**src/rtl/axi_bus_pkg.sv**
```systemverilog
// AXI3 channel widths, field types and payload structs shared by the slave and its testbench
package axi_bus_pkg;

    // ------------------------------------------------------------------------
    // widths
    // ------------------------------------------------------------------------
    localparam int ID_W    = 2;
    localparam int NUM_IDS = 4;       // one tracker pair per ID
    localparam int ADDR_W  = 32;
    localparam int DATA_W  = 32;
    localparam int STRB_W  = DATA_W / 8;
    localparam int LEN_W   = 4;       // AXI3 burst length field
    localparam int RESP_W  = 2;

    // ------------------------------------------------------------------------
    // field types
    // ------------------------------------------------------------------------
    typedef logic [ID_W-1:0]   id_t;
    typedef logic [ADDR_W-1:0] addr_t;     // byte address
    typedef logic [DATA_W-1:0] data_t;
    typedef logic [STRB_W-1:0] strb_t;
    typedef logic [LEN_W-1:0]  len_t;      // beats minus one
    typedef logic [RESP_W-1:0] resp_t;

    localparam resp_t RESP_OKAY = 2'b00;   // only response this slave returns

    // ------------------------------------------------------------------------
    // channel payloads
    // ------------------------------------------------------------------------

    // AW and AR share one layout
    typedef struct packed {
        id_t   id;
        addr_t addr;
        len_t  len;
    } addr_req_t;

    typedef struct packed {
        id_t   id;     // WID
        data_t data;
        strb_t strb;
        logic  last;
    } w_beat_t;

    typedef struct packed {
        id_t   id;
        data_t data;
        resp_t resp;
        logic  last;
    } r_beat_t;

    typedef struct packed {
        id_t   id;
        resp_t resp;
    } b_beat_t;

endpackage

```
**src/rtl/rr_id_arbiter.sv**
```systemverilog
// round-robin pick of the next pending ID after the last one granted; one instance per R and B
module rr_id_arbiter (
    input  logic                               ACLK,
    input  logic                               ARESETn,
    input  logic [axi_bus_pkg::NUM_IDS-1:0]    pending,
    input  logic                               advance,
    output logic                               grant_valid,
    output axi_bus_pkg::id_t                   grant_id
);

    axi_bus_pkg::id_t last_id;

    // search starts one past the last grant and wraps back round to it
    always_comb
    begin
        axi_bus_pkg::id_t cand;
        grant_valid = 1'b0;
        grant_id    = last_id;
        for (int k = 1; k <= axi_bus_pkg::NUM_IDS; k++)
        begin
            cand = last_id + axi_bus_pkg::id_t'(k);   // wraps in ID_W bits
            if (!grant_valid && pending[cand])
            begin
                grant_valid = 1'b1;
                grant_id    = cand;
            end
        end
    end

    always_ff @(posedge ACLK or negedge ARESETn)
    begin
        if (!ARESETn)
            last_id <= axi_bus_pkg::id_t'(axi_bus_pkg::NUM_IDS - 1);   // ID 0 first
        else if (advance)
            last_id <= grant_id;
    end

endmodule

```
**config.mk**
```make
export PLATFORM = sky130hd
export DESIGN_NAME = rr_id_arbiter
export DESIGN_NICKNAME = d
export VERILOG_FILES = /design/src/rtl/axi_bus_pkg.sv /design/src/rtl/rr_id_arbiter.sv
export SDC_FILE = /design/constraint.sdc
export NUM_CORES = 1
export LEC_CHECK = 0
export BUFFER_PORTS_ARGS = -buffer_cell sky130_fd_sc_hd__buf_2
export CELL_PAD_IN_SITES_DETAIL_PLACEMENT = 0
export CELL_PAD_IN_SITES_GLOBAL_PLACEMENT = 1
export CORE_AREA = 5 5 42 44
export DETAILED_ROUTE_END_ITERATION = 16
export DIE_AREA = 0 0 47 49
export PLACE_DENSITY = 0.54
export SYNTH_ARGS = -nofsm -noshare
export SYNTH_HDL_FRONTEND = slang
export SYNTH_SLANG_ARGS = --single-unit
```
**constraint.sdc**
```tcl
create_clock -name ACLK -period 3 [get_ports ACLK]
set_input_delay 0.15 -clock ACLK [delete_from_list [all_inputs] [get_ports ACLK]]
set_output_delay 0.15 -clock ACLK [all_outputs]
set_load 0.1 [all_outputs]
```
==> impl_results.md <==
- Status: complete, no violations
- R2R depth: 3
- # resized after CTS: 0
- Via density per instance: 4.40
- Crit end category: output pin
- DR WL/cell: 11.1 µm
- Via count: 251
- Netlist Area Pre-Place: 239 µm²
- Count of endpoints failing setup in the final report: 0
- Critical Path Source: last_id[0]$_DFFE_PN1P_
- Slew margin rel.: 0.678
- Yosys warnings: 0
- Commonest non-fill, non-tap cells in the layout: buf_2, or2b_1
- Clk_lat worst skew: 0.23 ns
- TritonCTS Buffers: 3
- FF+latch count, synth: 2
- CTS root buf: clkbuf_4
- Row cnt: 14
- RSZ-0062 raised after global routing: false
- Pint: 0.160 mW
- Max reg flops: 2
- Mapped Nets: 36
- Reg power frac: 0.223
- Setup Buffers After CTS: 0
- Top Registers: last_id (2)
- Sw Share: 0.556
- WHS: 0.240 ns
- Crit path kind: reg2out
- R2r endpoint: last_id[0]$_DFFE_PN1P_
- WP data arrival: 1.69 ns
- Hold Crit Class: in2reg
- CTS tree: built
- Total wire length: 635 µm
- Most common cell after layout, fill and taps aside: buf_2
- # fillers: 163
- Psw: 0.200 mW
- Inserted Diodes: 0
- Chip height: 49 µm
- Startpoint Class: flip-flop
- Reg2reg setup slack: 1.76 ns
- Register name with the most flops: last_id
- Max Clock Skew: 0.00245 ns
- Hold buffers post-CTS: 1
- Global-route wire length before repair: 1010 µm
- Area growth syn-to-layout: 36.1%
- P_leak: 0.143 nW
- Max incr delay on CP: 0.56 ns
- Nets: 50
- Peak supply drop: 393 µV
- Hold Violations, Final: 0
- Largest net degree at the start of global routing: 10
- H-tree Lvls: 1
- Slew @ Worst Pin: 0.487 ns
- Combinational share of power: 0.604
- Post-Syn Instances: 29
- Number of top-level pins: 10
- Fraction of layout instances using a drive strength above 1: 0.439
- Final worst setup slack: 1.16 ns
- Fin crit period: 1.84 ns
- Post-synth cell types: 16
- Clock buffer depth: 2
- Initial DRC count: 12
- Die area: 2300 µm²
- Core Region: 1400 µm²
- DRC viols: 0
- Crit path required time: 2.85 ns
- Placer Congestion: 0.734
- Post-DRT Antenna Nets: 0
- Reg2reg start: last_id[1]$_DFFE_PN1P_
- Max FO, Critical Path: 7
- Reg clk slew, reported paths: 0.03 ns
- Initial antenna violation count: 0
- Initial Utilization: 0.171
- Gr usage total: 0.0620
- Drt first pass iters: 4
- Sequential cell area fraction in the yosys report: 0.220
- I/O Buffers: 9
- Syn_area_per_cell: 8.24 µm²
- HPWL Detailed: 450 µm
- Vias in the first global route: 228
- Max-cap violations: 0
- Global route overflow: 0
- DP Worst Slack: 1.40 ns
- CP max stage cell: dfstp_2
- Max Fclk: 544 MHz
- Pwr Density: 1110 nW/µm²
- Period utilisation layout: 0.613
- CTS Sinks: 2
- Max-slew violation count: 0
- Die width: 47 µm
- CP Cell Sequence: or2b_1 -> a21oi_2 -> or2_2 -> buf_2
- Setup TNS: 0 ns
- Clock power frac: 0.173
- Crit path to: grant_id[0]
power groups by stage:
stage          clock [mW]  combinational, mW  sequential (mW)
6_report           0.0624              0.218           0.0805
5_1_grt            0.0689              0.229           0.0825
4_1_cts            0.0684              0.219           0.0790
3_5_place_dp            0              0.219           0.0776
3_3_place_gp            0              0.220           0.0791
2_1_floorplan           0              0.216           0.0595
metrics by stage:
stage / utilization / area, µm² / cells / power (mW)
6_report: 0.232 / 325 / 57 / 0.361
5_1_grt: 0.232 / 325 / 57 / 0.380
4_1_cts: 0.232 / 325 / 57 / 0.367
3_5_place_dp: 0.209 / 293 / 53 / 0.296
3_3_place_gp: 0.209 / 293 / 53 / 0.299
2_1_floorplan: - / 239 / 29 / 0.276
logic make-up after synthesis:
kind of cell,synth area share
DFF,0.220
buffers and inverters,0.0471
muxes,0.0419
and+or+nand+nor,0.361
AOI/OAI and AO/OA,0.330
final cells by class:
type | instances | area (µm²) | share of cell area
multi-input cells | 26 | 175 | 0.538
repair buffers | 10 | 55.1 | 0.169
flip-flops and latches | 2 | 52.6 | 0.162
clock buffers | 3 | 22.5 | 0.0692
well taps | 16 | 20.0 | 0.0615
cells in the mapped netlist:
| cell | instances | area [µm²] |
|---|---|---|
| nand2b_1 | 2 | 12.5 |
| mux2i_1 | 1 | 10.0 |
| nand3b_1 | 2 | 15.0 |
| a21oi_1 | 3 | 15.0 |
| a221o_1 | 2 | 20.0 |
| nor2_1 | 1 | 3.75 |
| o21ai_0 | 3 | 15.0 |
| a211o_2 | 1 | 10.0 |
| a21bo_2 | 1 | 10.0 |
| or2b_1 | 4 | 30.0 |
| dfstp_2 | 2 | 52.6 |
| nand2_1 | 3 | 11.3 |
| or4_1 | 1 | 7.51 |
| buf_6 | 1 | 11.3 |
| or2_2 | 1 | 6.26 |
| a21oi_2 | 1 | 8.76 |
how the worst min path moves through the flow:
| stage | startpoint | endpoint | slack (ns) | depth (start not counted) |
|---|---|---|---|---|
| after floorplan | ARESETn | last_id[0]$_DFFE_PN1P_ | 0.002 | 0 |
| after global placement | ARESETn | last_id[1]$_DFFE_PN1P_ | 0.10 | 1 |
| after detailed placement | ARESETn | last_id[1]$_DFFE_PN1P_ | 0.11 | 1 |
| after CTS | advance | last_id[1]$_DFFE_PN1P_ | 0.24 | 2 |
| after global routing | advance | last_id[0]$_DFFE_PN1P_ | 0.26 | 2 |
| final | advance | last_id[1]$_DFFE_PN1P_ | 0.24 | 2 |
worst max-delay path: cells and delay by family (launching register included):
kind | cells | cell delay, ns
flip-flops | 1 | 0.56
buffers and inverters | 1 | 0.41
AND/OR/NAND/NOR | 2 | 0.36
AO/OA/AOI/OAI | 1 | 0.13
routing by layer:
metal	vias to the layer above	wire, µm	track usage
met4	0	0	0.0691
li1	133	-	-
met2	10	270	0.0633
met5	-	0	0
met3	0	39	0.0111
met1	108	325	0.0925
Note: power is estimated with default switching activity, not from simulation.
