$ cat config.mk
export PLATFORM = sky130hd
export DESIGN_NAME = read_tracker
export DESIGN_NICKNAME = d
export VERILOG_FILES = /design/src/rtl/axi_bus_pkg.sv /design/src/rtl/mem_slave_pkg.sv /design/src/rtl/read_tracker.sv
export SDC_FILE = /design/constraint.sdc
export NUM_CORES = 1
export LEC_CHECK = 0
export BUFFER_PORTS_ARGS = -buffer_cell sky130_fd_sc_hd__buf_4
export CORE_ASPECT_RATIO = 0.9
export CORE_MARGIN = 5
export CORE_UTILIZATION = 59
export CTS_CLUSTER_SIZE = 8
export DETAILED_ROUTE_END_ITERATION = 6
export PLACE_DENSITY = 0.84
export SLEW_MARGIN = 30
export SYNTH_ARGS = -nofsm -noshare
export SYNTH_HDL_FRONTEND = slang
export SYNTH_SLANG_ARGS = --single-unit
$ cat constraint.sdc
create_clock -name ACLK -period 5.5 [get_ports ACLK]
set_clock_uncertainty 0.1 [all_clocks]
set_input_delay 0.55 -clock ACLK [delete_from_list [all_inputs] [get_ports ACLK]]
set_output_delay 0.55 -clock ACLK [all_outputs]
set_load 0.02 [all_outputs]
$ cat src/rtl/axi_bus_pkg.sv
// AXI3 channel widths, field types and payload structs shared by the slave and its testbench
package axi_bus_pkg;

    // ------------------------------------------------------------------------
    // widths
    // ------------------------------------------------------------------------
    localparam int ID_W    = 2;
    localparam int NUM_IDS = 4;       // one tracker pair per ID
    localparam int ADDR_W  = 32;
    localparam int DATA_W  = 32;
    localparam int STRB_W  = DATA_W / 8;
    localparam int LEN_W   = 4;       // AXI3 burst length field
    localparam int RESP_W  = 2;

    // ------------------------------------------------------------------------
    // field types
    // ------------------------------------------------------------------------
    typedef logic [ID_W-1:0]   id_t;
    typedef logic [ADDR_W-1:0] addr_t;     // byte address
    typedef logic [DATA_W-1:0] data_t;
    typedef logic [STRB_W-1:0] strb_t;
    typedef logic [LEN_W-1:0]  len_t;      // beats minus one
    typedef logic [RESP_W-1:0] resp_t;

    localparam resp_t RESP_OKAY = 2'b00;   // only response this slave returns

    // ------------------------------------------------------------------------
    // channel payloads
    // ------------------------------------------------------------------------

    // AW and AR share one layout
    typedef struct packed {
        id_t   id;
        addr_t addr;
        len_t  len;
    } addr_req_t;

    typedef struct packed {
        id_t   id;     // WID
        data_t data;
        strb_t strb;
        logic  last;
    } w_beat_t;

    typedef struct packed {
        id_t   id;
        data_t data;
        resp_t resp;
        logic  last;
    } r_beat_t;

    typedef struct packed {
        id_t   id;
        resp_t resp;
    } b_beat_t;

endpackage

$ cat src/rtl/mem_slave_pkg.sv
// tracker states, word index and memory write request shared inside the AXI memory slave
package mem_slave_pkg;

    // modules keep only the low bits of this word index
    typedef logic [15:0] word_idx_t;

    // per-ID write tracker
    typedef enum logic [1:0] {
        WR_IDLE,     // waiting for AW
        WR_DATA,     // taking W beats
        WR_RESP      // waiting for B to go out
    } wr_state_e;

    // per-ID read tracker
    typedef enum logic {
        RD_IDLE,
        RD_ACTIVE    // beats still to issue
    } rd_state_e;

    // one strobed word write
    typedef struct packed {
        word_idx_t            idx;
        axi_bus_pkg::data_t   data;
        axi_bus_pkg::strb_t   strb;
    } mem_wr_t;

endpackage

$ cat src/rtl/read_tracker.sv
// per-ID read state machines; accepts AR, issues beats to the memory and drives R control
module read_tracker #(
    parameter int MEM_WORDS = 1024
) (
    input  logic                               ACLK,
    input  logic                               ARESETn,
    input  logic                               ar_valid,
    input  axi_bus_pkg::addr_req_t             ar,
    output logic                               ar_ready,
    input  logic                               r_ready,
    input  logic                               r_grant_valid,
    input  axi_bus_pkg::id_t                   r_grant_id,
    output logic                               r_valid,
    output axi_bus_pkg::id_t                   r_id,
    output logic                               r_last,
    output logic [axi_bus_pkg::NUM_IDS-1:0]    rd_pending,
    output logic                               rd_en,
    output mem_slave_pkg::word_idx_t           rd_idx
);

    localparam mem_slave_pkg::word_idx_t WORD_MASK = mem_slave_pkg::word_idx_t'(MEM_WORDS - 1);

    mem_slave_pkg::rd_state_e   rd_state [axi_bus_pkg::NUM_IDS];
    mem_slave_pkg::word_idx_t   rd_start [axi_bus_pkg::NUM_IDS];
    axi_bus_pkg::len_t          rd_len   [axi_bus_pkg::NUM_IDS];
    axi_bus_pkg::len_t          rd_sent  [axi_bus_pkg::NUM_IDS];   // beats issued

    logic ar_xfer;
    logic issue;
    logic beat_last;

    assign ar_ready = (rd_state[ar.id] == mem_slave_pkg::RD_IDLE);
    assign ar_xfer  = ar_valid && ar_ready;

    // R register free or emptying on this edge
    assign issue     = r_grant_valid && (!r_valid || r_ready);
    assign beat_last = (rd_sent[r_grant_id] == rd_len[r_grant_id]);

    assign rd_en  = issue;
    assign rd_idx = (rd_start[r_grant_id] +
                     mem_slave_pkg::word_idx_t'(rd_sent[r_grant_id])) & WORD_MASK;

    always_comb
    begin
        for (int i = 0; i < axi_bus_pkg::NUM_IDS; i++)
            rd_pending[i] = (rd_state[i] == mem_slave_pkg::RD_ACTIVE);
    end

    // ------------------------------------------------------------------------
    // per-ID state machines
    // ------------------------------------------------------------------------
    always_ff @(posedge ACLK or negedge ARESETn)
    begin
        if (!ARESETn)
        begin
            for (int i = 0; i < axi_bus_pkg::NUM_IDS; i++)
            begin
                rd_state[i] <= mem_slave_pkg::RD_IDLE;
                rd_sent[i]  <= '0;
            end
        end
        else
        begin
            for (int i = 0; i < axi_bus_pkg::NUM_IDS; i++)
            begin
                case (rd_state[i])
                    mem_slave_pkg::RD_IDLE:
                        if (ar_xfer && ar.id == axi_bus_pkg::id_t'(i))
                        begin
                            rd_sent[i]  <= '0;
                            rd_state[i] <= mem_slave_pkg::RD_ACTIVE;
                        end
                    mem_slave_pkg::RD_ACTIVE:
                        if (issue && r_grant_id == axi_bus_pkg::id_t'(i))
                        begin
                            rd_sent[i] <= rd_sent[i] + 1'b1;
                            if (beat_last)
                                rd_state[i] <= mem_slave_pkg::RD_IDLE;   // burst done
                        end
                    default: rd_state[i] <= mem_slave_pkg::RD_IDLE;
                endcase
            end
        end
    end

    always_ff @(posedge ACLK)
    begin
        if (ar_xfer)
        begin
            rd_start[ar.id] <= ar.addr[17:2] & WORD_MASK;
            rd_len[ar.id]   <= ar.len;
        end
    end

    // ------------------------------------------------------------------------
    // R control register
    // ------------------------------------------------------------------------
    always_ff @(posedge ACLK or negedge ARESETn)
    begin
        if (!ARESETn)
            r_valid <= 1'b0;
        else if (issue)
            r_valid <= 1'b1;
        else if (r_ready)
            r_valid <= 1'b0;
    end

    // data lands in the memory output register on the same edge
    always_ff @(posedge ACLK)
    begin
        if (issue)
        begin
            r_id   <= r_grant_id;
            r_last <= beat_last;
        end
    end

endmodule

==> flow_metrics.env <==
export IMPL_status="completed"
export IMPL_dp_hpwl_um=4860
export IMPL_core_area_sq_um=6080
export IMPL_clk_latency_ns=0.34
export IMPL_cp_top_family="multiplexers"
export IMPL_cp_num_buf_inv=4
export IMPL_pwr_density_cell_nw_per_um2=397
export IMPL_fp_dieH_um=84.6
export IMPL_drv_slew=0
export IMPL_clock_sinks=80
export IMPL_ios=71
export IMPL_slew_headroom=0.356
export IMPL_clockBufferDepth=2
export IMPL_power_net_switching_w=0.000564
export IMPL_dr_total_vias=2185
export IMPL_via_per_inst=6.00
export IMPL_cpMaxStageDelayCell="mux4_1"
export IMPL_cts_tree="built"
export IMPL_start_util=0.600
export IMPL_num_rows=27
export IMPL_numPortBuffers=42
export IMPL_arrival_ns=3.01
export IMPL_crit_start="r_grant_id[0]"
export IMPL_numCtsBuffers=9
export IMPL_setup_violations=0
export IMPL_h_tree_depth=3
export IMPL_final_cell_mix="59 x edfxtp_1, 44 x buf_4, 21 x dfrtp_1"
export IMPL_wirelength_um=7170
export IMPL_yosysWarningCount=0
export IMPL_hold_class="primary input to register"
export IMPL_ys_types=37
export IMPL_maxClockFrequency_ghz=0.273
export IMPL_grt_pass1_vias=2216
export IMPL_synth_seq_area_share=0.629
export IMPL_fillers=388
export IMPL_cts_resized=0
export IMPL_postPlaceCellArea_sq_um=4060
export IMPL_final_common_cell="edfxtp_1"
export IMPL_worst_pin_slew_ns=0.962
export IMPL_pwr_share_comb=0.283
export IMPL_route_detailed_drc=0
export IMPL_crit_path_start_kind="primary input"
export IMPL_grt_ovfl_total=0
export IMPL_finalCritPeriodShare=0.666
export IMPL_p_leak_nw=1.67
export IMPL_antenna_found_initial=0
export IMPL_wl_per_cell_um=19.7
export IMPL_hold_violations=0
export IMPL_cts_root_buf="clkbuf_8"
export IMPL_async_reset_ff_frac=0.263
export IMPL_postRouteAntennaNets=0
export IMPL_netlist_area_sq_um=3650
export IMPL_r2r_start="rd_sent[8]"
export IMPL_clkPwrFrac=0.232
export IMPL_die_x_um=92.9
export IMPL_dieArea_sq_um=7860
export IMPL_areaGrowthSynthToFinish_pct=16.9
export IMPL_path_cells="buf_4 > mux4_1 > ha_1 > inv_1 > fa_1 > inv_1 > a21o_1 > a21oi_1 > nor2_1 > xor2_1 > buf_4"
export IMPL_switching_share=0.333
export IMPL_synth_area_per_cell_sq_um=15.5
export IMPL_rsz0062_at_grt="no"
export IMPL_hold_start="ar[9]"
export IMPL_antenna_cells=0
export IMPL_routabilityCongestion=0.742
export IMPL_crit_fanout=23
export IMPL_worst_setup_path_end_kind="primary output"
export IMPL_grt_pass1_wl_um=11700
export IMPL_cap_violations=0
export IMPL_ir_drop_v=0.000207
export IMPL_tns_ns=0
export IMPL_p_total_w=0.00169
export IMPL_nNetsFinal=341
export IMPL_synth_flop_cell="edfxtp_1"
export IMPL_drive_gt1_frac=0.281
export IMPL_finalCoreUtilization=0.702
export IMPL_p_seq_frac=0.485
export IMPL_ys_ff_latch=80
export IMPL_clkTransAtPathRegs_ns=0.09
export IMPL_syn_inst=235
export IMPL_worstPathRequired_ns=4.85
export IMPL_synth_edff_count=59
export IMPL_grt_util_all_layers=0.198
export IMPL_layout_min_cycle_time_ns=3.66
export IMPL_firstDrtPassIters=6
export IMPL_path_class="primary input to primary output"
export IMPL_p_int_w=0.00113
export IMPL_dr_first_iter_drc_count=149
export IMPL_critPathMaxStageDelay_ns=0.69
export IMPL_grt_start_max_net_pins=25
export IMPL_final_area_sq_um=4270
[cells by family after synthesis]
group | synth area share
xor+xnor | 0.0312
flops | 0.629
simple gates | 0.0997
fa+ha+maj | 0.0329
other cells | 0.00103
buf+inv | 0.0326
compound gates | 0.0439
mux | 0.130
[stage by stage]
step | hold WS (ns) | worst slack [ns] | instances
6_report | 0.299 | 1.84 | 364
5_1_grt | 0.281 | 1.59 | 364
2_1_floorplan | 0.154 | 2.18 | 240
4_1_cts | 0.286 | 1.79 | 363
3_5_place_dp | 0.356 | 1.79 | 346
3_3_place_gp | 0.350 | 1.85 | 346
[what timing repair did]
| action | CTS | global route |
|---|---|---|
| setup endpoints to repair | 0 | 0 |
| hold endpoints to repair | 21 | 0 |
| hold buffers | 1 | 0 |
| setup buffers | 0 | 0 |
[synth_stat cells, drive strengths merged, types with 2 or more instances]
cell / instances / area, sq um
nand3: 7 / 35.0
dfrtp: 21 / 526
nand2b: 5 / 31.3
nand2: 13 / 48.8
o31ai: 2 / 15.0
nand4: 3 / 18.8
nor2b: 9 / 56.3
inv: 12 / 45.0
nand3b: 3 / 22.5
a21oi: 6 / 30.0
a21o: 2 / 15.0
edfxtp: 59 / 1770
ha: 8 / 100
buf: 10 / 73.8
xor2: 6 / 52.6
mux4: 19 / 450
and2: 2 / 12.5
mux2: 2 / 22.5
o21ai: 15 / 75.1
nor4b: 3 / 47.5
xnor2: 7 / 61.3
nor2: 11 / 41.3
[layer usage]
metal	GRT usage	wire, um	vias to the layer above	part of all wire
li1	-	-	986	-
met1	0.265	3090	1104	0.43
met2	0.311	3560	81	0.50
met3	0.0421	387	14	0.054
met4	0.0999	129	0	0.018
met5	0	0	-	0
[path summary, 6_finish.rpt]
check	end	slack (ns)	cells after the start
setup / recovery	rd_idx[6]	1.84	11
hold / removal	rd_start[1][3]	0.30	1
setup reg to reg	rd_pending[2]	3.30	4
hold reg to reg	rd_sent[14]	0.41	1
max in group asynchronous	rd_sent[15]	4.53	2
min in group asynchronous	rd_sent[9]	0.54	2
[power groups by stage]
stage	Combinational (W)	Sequential, W	Clock [W]
floorplan	0.000299	0.000817	0
global placement	0.000459	0.000823	0
detailed placement	0.000480	0.000830	0
CTS	0.000482	0.000817	0.000398
global route	0.000526	0.000832	0.000429
finish	0.000479	0.000821	0.000393
[flip-flops by register name, summed over array words and instances (netlist names)]
signal,cells
r_id,2
r_last,1
rd_len,16
r_valid,1
rd_start,40
rd_sent,16
rd_pending,4
[cell type report]
class / instances / area, sq um / area share
sequential: 80 / 2300 / 0.538
multi-input combinational: 138 / 1300 / 0.304
timing repair buffer: 46 / 355 / 0.0833
clock buffer: 11 / 141 / 0.0331
tap: 72 / 90.1 / 0.0211
clock inverter: 5 / 40.0 / 0.00938
inverter: 12 / 45.0 / 0.0106
Power figures use the tool's default switching activity.
