`src/rtl/axi_bus_pkg.sv`:
```
// AXI3 channel widths, field types and payload structs shared by the slave and its testbench
package axi_bus_pkg;

    // ------------------------------------------------------------------------
    // widths
    // ------------------------------------------------------------------------
    localparam int ID_W    = 2;
    localparam int NUM_IDS = 4;       // one tracker pair per ID
    localparam int ADDR_W  = 32;
    localparam int DATA_W  = 32;
    localparam int STRB_W  = DATA_W / 8;
    localparam int LEN_W   = 4;       // AXI3 burst length field
    localparam int RESP_W  = 2;

    // ------------------------------------------------------------------------
    // field types
    // ------------------------------------------------------------------------
    typedef logic [ID_W-1:0]   id_t;
    typedef logic [ADDR_W-1:0] addr_t;     // byte address
    typedef logic [DATA_W-1:0] data_t;
    typedef logic [STRB_W-1:0] strb_t;
    typedef logic [LEN_W-1:0]  len_t;      // beats minus one
    typedef logic [RESP_W-1:0] resp_t;

    localparam resp_t RESP_OKAY = 2'b00;   // only response this slave returns

    // ------------------------------------------------------------------------
    // channel payloads
    // ------------------------------------------------------------------------

    // AW and AR share one layout
    typedef struct packed {
        id_t   id;
        addr_t addr;
        len_t  len;
    } addr_req_t;

    typedef struct packed {
        id_t   id;     // WID
        data_t data;
        strb_t strb;
        logic  last;
    } w_beat_t;

    typedef struct packed {
        id_t   id;
        data_t data;
        resp_t resp;
        logic  last;
    } r_beat_t;

    typedef struct packed {
        id_t   id;
        resp_t resp;
    } b_beat_t;

endpackage

```
`src/rtl/mem_slave_pkg.sv`:
```
// tracker states, word index and memory write request shared inside the AXI memory slave
package mem_slave_pkg;

    // modules keep only the low bits of this word index
    typedef logic [15:0] word_idx_t;

    // per-ID write tracker
    typedef enum logic [1:0] {
        WR_IDLE,     // waiting for AW
        WR_DATA,     // taking W beats
        WR_RESP      // waiting for B to go out
    } wr_state_e;

    // per-ID read tracker
    typedef enum logic {
        RD_IDLE,
        RD_ACTIVE    // beats still to issue
    } rd_state_e;

    // one strobed word write
    typedef struct packed {
        word_idx_t            idx;
        axi_bus_pkg::data_t   data;
        axi_bus_pkg::strb_t   strb;
    } mem_wr_t;

endpackage

```
`src/rtl/write_tracker.sv`:
```
// per-ID write state machines; accepts AW and W, writes strobed words and drives the B register
module write_tracker #(
    parameter int MEM_WORDS = 1024
) (
    input  logic                               ACLK,
    input  logic                               ARESETn,
    input  logic                               aw_valid,
    input  axi_bus_pkg::addr_req_t             aw,
    output logic                               aw_ready,
    input  logic                               w_valid,
    input  axi_bus_pkg::w_beat_t               w,
    output logic                               w_ready,
    output logic                               b_valid,
    output axi_bus_pkg::b_beat_t               b,
    input  logic                               b_ready,
    input  logic                               b_grant_valid,
    input  axi_bus_pkg::id_t                   b_grant_id,
    output logic [axi_bus_pkg::NUM_IDS-1:0]    resp_pending,
    output logic                               mem_we,
    output mem_slave_pkg::mem_wr_t             mem_wr
);

    localparam mem_slave_pkg::word_idx_t WORD_MASK = mem_slave_pkg::word_idx_t'(MEM_WORDS - 1);

    mem_slave_pkg::wr_state_e   wr_state [axi_bus_pkg::NUM_IDS];
    mem_slave_pkg::word_idx_t   wr_start [axi_bus_pkg::NUM_IDS];
    axi_bus_pkg::len_t          wr_cnt   [axi_bus_pkg::NUM_IDS];   // beats taken so far
    axi_bus_pkg::id_t           b_id_q;

    logic aw_xfer;
    logic w_xfer;
    logic b_xfer;
    logic b_load;

    assign aw_ready = (wr_state[aw.id] == mem_slave_pkg::WR_IDLE);
    assign w_ready  = (wr_state[w.id] == mem_slave_pkg::WR_DATA);
    assign aw_xfer  = aw_valid && aw_ready;
    assign w_xfer   = w_valid && w_ready;
    assign b_xfer   = b_valid && b_ready;
    assign b_load   = b_grant_valid && (!b_valid || b_ready);

    // every accepted beat goes to the memory on the same edge
    assign mem_we      = w_xfer;
    assign mem_wr.idx  = (wr_start[w.id] + mem_slave_pkg::word_idx_t'(wr_cnt[w.id])) & WORD_MASK;
    assign mem_wr.data = w.data;
    assign mem_wr.strb = w.strb;

    // an ID sitting in the B register no longer asks for a slot
    always_comb
    begin
        for (int i = 0; i < axi_bus_pkg::NUM_IDS; i++)
            resp_pending[i] = (wr_state[i] == mem_slave_pkg::WR_RESP) &&
                              !(b_valid && b_id_q == axi_bus_pkg::id_t'(i));
    end

    // ------------------------------------------------------------------------
    // per-ID state machines
    // ------------------------------------------------------------------------
    always_ff @(posedge ACLK or negedge ARESETn)
    begin
        if (!ARESETn)
        begin
            for (int i = 0; i < axi_bus_pkg::NUM_IDS; i++)
            begin
                wr_state[i] <= mem_slave_pkg::WR_IDLE;
                wr_cnt[i]   <= '0;
            end
        end
        else
        begin
            for (int i = 0; i < axi_bus_pkg::NUM_IDS; i++)
            begin
                case (wr_state[i])
                    mem_slave_pkg::WR_IDLE:
                        if (aw_xfer && aw.id == axi_bus_pkg::id_t'(i))
                        begin
                            wr_cnt[i]   <= '0;
                            wr_state[i] <= mem_slave_pkg::WR_DATA;
                        end
                    mem_slave_pkg::WR_DATA:
                        if (w_xfer && w.id == axi_bus_pkg::id_t'(i))
                        begin
                            wr_cnt[i] <= wr_cnt[i] + 1'b1;
                            if (w.last)
                                wr_state[i] <= mem_slave_pkg::WR_RESP;
                        end
                    mem_slave_pkg::WR_RESP:
                        if (b_xfer && b_id_q == axi_bus_pkg::id_t'(i))
                            wr_state[i] <= mem_slave_pkg::WR_IDLE;   // response gone
                    default: wr_state[i] <= mem_slave_pkg::WR_IDLE;
                endcase
            end
        end
    end

    always_ff @(posedge ACLK)
    begin
        if (aw_xfer)
            wr_start[aw.id] <= aw.addr[17:2] & WORD_MASK;   // word aligned
    end

    // ------------------------------------------------------------------------
    // B output register
    // ------------------------------------------------------------------------
    always_ff @(posedge ACLK or negedge ARESETn)
    begin
        if (!ARESETn)
            b_valid <= 1'b0;
        else if (b_load)
            b_valid <= 1'b1;
        else if (b_ready)
            b_valid <= 1'b0;
    end

    always_ff @(posedge ACLK)
    begin
        if (b_load)
            b_id_q <= b_grant_id;
    end

    assign b = axi_bus_pkg::b_beat_t'{id: b_id_q, resp: axi_bus_pkg::RESP_OKAY};

endmodule

```
`config.mk`:
```
export PLATFORM = sky130hd
export DESIGN_NAME = write_tracker
export DESIGN_NICKNAME = d
export VERILOG_FILES = /design/src/rtl/axi_bus_pkg.sv /design/src/rtl/mem_slave_pkg.sv /design/src/rtl/write_tracker.sv
export SDC_FILE = /design/constraint.sdc
export NUM_CORES = 1
export LEC_CHECK = 0
export BUFFER_PORTS_ARGS = -buffer_cell sky130_fd_sc_hd__buf_2
export CAP_MARGIN = 20
export CELL_PAD_IN_SITES_DETAIL_PLACEMENT = 1
export CELL_PAD_IN_SITES_GLOBAL_PLACEMENT = 1
export CORE_UTILIZATION = 35
export CTS_BUF_LIST = sky130_fd_sc_hd__clkbuf_4 sky130_fd_sc_hd__clkbuf_8 sky130_fd_sc_hd__clkbuf_16
export DETAILED_ROUTE_END_ITERATION = 8
export PLACE_DENSITY = 0.81
export REMOVE_ABC_BUFFERS = 1
export SLEW_MARGIN = 20
export SYNTH_ARGS = -nofsm -noshare
export SYNTH_HDL_FRONTEND = slang
export SYNTH_SLANG_ARGS = --single-unit
```
`constraint.sdc`:
```
create_clock -name ACLK -period 7.9 [get_ports ACLK]
set_input_delay 2.37 -clock ACLK [delete_from_list [all_inputs] [get_ports ACLK]]
set_output_delay 2.37 -clock ACLK [all_outputs]
set_load 0.02 [all_outputs]
```
==> results_dict.tcl, run 1 <==
set metrics [dict create \
    core_area_mm2 0.0103 \
    hold_viol_final 0 \
    ant_nets 0 \
    crit_arrival_ps 4740 \
    drive_gt1_share_pct 26.0 \
    syn_inst 294 \
    portBuffers 42 \
    cts_max_level 3 \
    seq_area_frac_synth_pct 50.8 \
    numCtsBuffers 9 \
    synth.most_common_cell "buf_4" \
    hp-class "reg -> reg" \
    clk_pin_slew_ps 70 \
    power_leakage_uw 0.00164 \
    cp-start-kind "input port" \
    post-cts-setup-buffers 0 \
    syn-cell-area_mm2 0.00371 \
    synth_edf_count 42 \
    critPathBufInv 3 \
    grt_pass1_wl_um 14800 \
    end_kind "output port" \
    min_delay_path_depth 1 \
    reg2reg_depth 4 \
    die_height_um 105 \
    nets 401 \
    first_pass_iters 4 \
    status "complete, no violations" \
    hold_end "wr_cnt[6]" \
    whs_ps 544 \
    die_area_mm2 0.0110 \
    first_global_vias 2549 \
    postCtsResizedCells 0 \
    cts_tree "built" \
    ys.flop_type "edfxtp_1" \
    cpPeakStageDelay_ps 640 \
    drt-total-wl_um 9690 \
    insertion_delay_ps 350 \
    ios 149 \
    synthTopCellsByArea "edfxtp_1, dfrtp_1, buf_4" \
    num_vias 2358 \
    rsz0062_at_grt "false" \
    fmax_mhz 141 \
    period_needed_ps 7110 \
    synth_top_area_cell "edfxtp_1" \
    tightest_slew_ps 704 \
    crit_family "multiplexers" \
    reg2reg_setup_slack_ps 5920 \
    cpMostUsedCell "buf_2" \
    worstSetupPathType "in -> out" \
    p_per_area_mw_per_mm2 262 \
    start_util_pct 36.0 \
    synth_top_area_share_pct 34.0 \
    max_cap_viol_count 0 \
    gp_congestion 0.825 \
    synth_common_cells "buf_4, edfxtp_1, dfrtp_1, nand2_1, nor2_1" \
    fin_skew_ps 6.41 \
    timing.rr.end "wr_cnt[0]" \
    ys_types 51 \
    overflow 0 \
    cp_slowest_cell "mux4_1" \
    via_per_inst 5.28 \
    grt_usage_pct 18.5 \
    grt_max_degree 26 \
    report.final.slew_viol_count 0 \
    path_depth 10 \
    fp-row-count 37 \
    worstPathCellList "buf_2 -> mux4_1 -> ha_1 -> inv_1 -> fa_1 -> nor2b_1 -> o21ai_0 -> a21oi_1 -> xor2_1 -> buf_2" \
    ir_drop_uv 104 \
    hold_buffers 0 \
    wire_per_inst_um 21.7 \
    cp-startpoint "w[37]" \
    regToRegStartpoint "wr_state[0]" \
    finalSetupViolations 0 \
    post-dp-hpwl_um 7380 \
    die_width_um 105 \
    relSlewSlack_pct 53.0 \
    route.detailed.drc 0 \
    ys_ff_latch 67 \
    antenna_found_initial 0 \
    clock_path_buffers 2 \
    cts_root_buffer "clkbuf_8" \
    syn2layout_area_growth_pct 6.30 \
    fin_crit_sh_pct 90.0 \
    async_reset_ff_share_pct 37.3 \
    tns_ps 0 \
    clock-sinks 67 \
    first_iter_violations 128 \
    antenna_cells 0 \
    avgSynthCellArea_um2 12.6 \
    required_ps 5530 \
    path_max_fanout 15 \
    yosys_warnings 0 \
    hp-start "wr_cnt[6]" \
]
worst register-to-register path, delay by kind of cell (launching register included):
| kind | cells | cell delay [ps] |
|---|---|---|
| simple gates | 2 | 820 |
| compound gates | 2 | 590 |
| flops | 1 | 460 |
cells by family after synthesis:
family,share of synthesized area [%]
AO/OA/AOI/OAI,9.90
adder cells (fa/ha/maj),3.23
other,0.101
AND/OR/NAND/NOR,10.5
multiplexers,11.5
flip-flops,50.8
XOR/XNOR,2.36
buffers and inverters,11.6
sequential cells by signal (all words and copies together), names as in the netlist:
name,count
wr_cnt,16
wr_start,40
b_valid,1
b_id_q,2
wr_state,8
how the worst max path moves through the flow:
| stage | end |
|---|---|
| after global routing | mem_wr[45] |
| after floorplan | mem_wr[42] |
| final | mem_wr[42] |
| after global placement | mem_wr[44] |
| after detailed placement | mem_wr[45] |
| after CTS | mem_wr[45] |
layer usage:
metal	global-route usage [%]	routed length [µm]	share of wire, %
met1	21.2	3990	41
met3	10.9	1060	11
met2	28.1	4480	46
met4	6.24	117	1.2
met5	4.76	39	0.40
through the flow:
stage	total power, µW	worst slack [ps]	area (µm²)	cells	utilization (%)
after CTS	1040	764	3940	446	38.2
after global routing	1090	522	3950	447	38.2
after detailed placement	774	780	3760	431	36.4
after floorplan	667	1340	3350	250	-
final	1040	792	3950	447	38.2
after global placement	754	831	3760	431	36.4
report_power, final:
| group | switching (µW) | internal (µW) | leakage [µW] | total, µW |
|---|---|---|---|---|
| clock | 127 | 141 | 0.0000862 | 268 |
| combinational | 163 | 126 | 0.000842 | 289 |
| sequential | 60.7 | 418 | 0.000715 | 479 |
layout make-up:
class                      count  area (µm²)
clock inverter                 6        57.6
inverter                      12        45.0
timing repair buffer          46         240
sequential                    67        1890
tap                          136         170
fill                        1109        6370
multi-input combinational    171        1430
clock buffer                   9         124
layout by cell type (no fill, tap or decap), types with 4 or more instances in the layout:
cell type / netlist / layout
dfrtp_1: 25 / 25
edfxtp_1: 42 / 42
nand2_1: 17 / 17
a21oi_1: 10 / 10
a22o_1: 9 / 9
nor2b_1: 4 / 4
mux4_2: 9 / 9
xnor2_1: 7 / 7
buf_4: 44 / 4
nor2_1: 14 / 13
ha_1: 8 / 8
inv_1: 12 / 12
o21ai_0: 9 / 9
nand2b_1: 8 / 8
conb_1: 1 / 8
a21o_1: 8 / 8
buf_2: 2 / 42
clkbuf_8: 2 / 9
mux4_1: 6 / 6
mux2_2: 5 / 5
nand3_1: 5 / 5
Power figures use the tool's default switching activity.
==> inputs of run 2 (changes only) <==
--- a/config.mk
+++ b/config.mk
@@ -7,7 +7,7 @@
 export LEC_CHECK = 0
 export BUFFER_PORTS_ARGS = -buffer_cell sky130_fd_sc_hd__buf_2
 export CAP_MARGIN = 20
-export CELL_PAD_IN_SITES_DETAIL_PLACEMENT = 1
+export CELL_PAD_IN_SITES_DETAIL_PLACEMENT = 0
 export CELL_PAD_IN_SITES_GLOBAL_PLACEMENT = 1
 export CORE_UTILIZATION = 35
 export CTS_BUF_LIST = sky130_fd_sc_hd__clkbuf_4 sky130_fd_sc_hd__clkbuf_8 sky130_fd_sc_hd__clkbuf_16
==> run 2 against run 1 <==
Compared with the run above: flip-flop and latch count is the same; non-clock buffer count up 1; cell area is 0.60% higher; sequential power is 0.8% lower; critical path type unchanged; largest cell class unchanged.
==> results_dict.tcl, run 2 (same netlist as run 1, synthesis figures left out) <==
set metrics [dict create \
    status "complete, no violations" \
    fmax_mhz 142 \
    clk_pin_slew_ps 70 \
    tns_ps 0 \
    grt_pass1_wl_um 13100 \
    gp_congestion 0.825 \
    portBuffers 42 \
    power.switching_uw 348 \
    max_cap_viol_count 0 \
    post-cts-setup-buffers 0 \
    seqPwrFrac_pct 45.7 \
    ir_drop_uv 76.5 \
    die_height_um 105 \
    cts_root_buffer "clkbuf_8" \
    period_needed_ps 7060 \
    drt-total-wl_um 8600 \
    num_vias 2362 \
    rsz0062_at_grt "false" \
    cts_max_level 3 \
    first_iter_violations 223 \
    clock_path_buffers 2 \
    required_ps 5530 \
    tightest_slew_ps 672 \
    worstSetupPathType "in -> out" \
    via_per_inst 5.26 \
    wire_per_inst_um 19.2 \
    power_leakage_uw 0.00166 \
    first_pass_iters 4 \
    die_area_mm2 0.0110 \
    ios 149 \
    finalSetupViolations 0 \
    path_max_fanout 15 \
    power_frac_comb_pct 27.1 \
    clock-sinks 67 \
    start_util_pct 36.0 \
    hold_viol_final 0 \
    hold_buffers 0 \
    antenna_cells 0 \
    cp-start-kind "input port" \
    fp-row-count 37 \
    largest_reg_flops 40 \
    hp-class "reg -> reg" \
    clockPowerShare_pct 27.1 \
    postCtsResizedCells 0 \
    finalPower_uw 1040 \
    ant_nets 0 \
    p_int_uw 691 \
    fin_crit_sh_pct 89.4 \
    numCtsBuffers 9 \
    core_area_mm2 0.0103 \
    insertion_delay_ps 350 \
    end_kind "output port" \
    crit_arrival_ps 4690 \
    route.detailed.drc 0 \
    nets 402 \
    cts_tree "built" \
    final_cell_mix "edfxtp_1, buf_2, dfrtp_1" \
    grt_max_degree 26 \
    p_sw_share_pct 33.5 \
    report.final.slew_viol_count 0 \
    p_per_area_mw_per_mm2 262 \
    fin_util_pct 38.5 \
    relSlewSlack_pct 55.2 \
    syn2layout_area_growth_pct 6.94 \
    grt_usage_pct 16.3 \
    die_width_um 105 \
    overflow 0 \
    antenna_found_initial 0 \
    reg.largest.list "wr_start x40, wr_cnt x16, wr_state x8" \
    first_global_vias 2329 \
    drive_gt1_share_pct 26.8 \
    top_register "wr_start" \
    fin_skew_ps 9.61 \
    post-dp-hpwl_um 6450 \
]
run 2: power groups by stage:
stage	Sequential [µW]	Combinational (µW)	Clock, µW
3_5_place_dp	482	281	0
3_3_place_gp	479	275	0
6_report	475	282	282
4_1_cts	475	283	288
5_1_grt	481	310	300
2_1_floorplan	464	203	0
run 2: final cells by class:
class	count	area, µm²
multi-input combinational	171	1420
clock inverter	7	76.3
inverter	12	45.0
clock buffer	9	124
timing repair buffer	47	248
fill	987	6350
tap	136	170
sequential	67	1890
run 2: metrics by stage:
stage,setup slack [ps],hold WS (ps),cell area (µm²),instances
2_1_floorplan,1340,458,3350,250
3_3_place_gp,831,525,3760,431
3_5_place_dp,835,522,3760,431
4_1_cts,825,532,3960,447
5_1_grt,581,568,3970,449
6_report,835,528,3970,449
run 2: critical path: stages:
cell,delay [ps]
buf_2,300
buf_4,230
mux4_2,530
ha_1,320
a211oi_1,80
o21ai_0,310
nand4_1,190
xnor2_1,180
buf_2,180
run 2: routing by layer:
metal	global-route usage [%]	wire (µm)
met1	18.8	3500
met2	22.8	3780
met3	9.98	1090
met4	9.26	241
met5	4.76	0
run 2: worst paths after layout:
path	startpoint	to	slack [ps]	cells past startpoint
max	w[37]	mem_wr[45]	840	9
min	wr_cnt[6]	wr_cnt[6]	530	1
max reg2reg	wr_state[0]	wr_cnt[2]	5890	4
min reg2reg	wr_cnt[6]	wr_cnt[6]	530	1
max in group asynchronous	ARESETn	wr_state[4]	5480	1
min in group asynchronous	ARESETn	wr_cnt[6]	2020	1
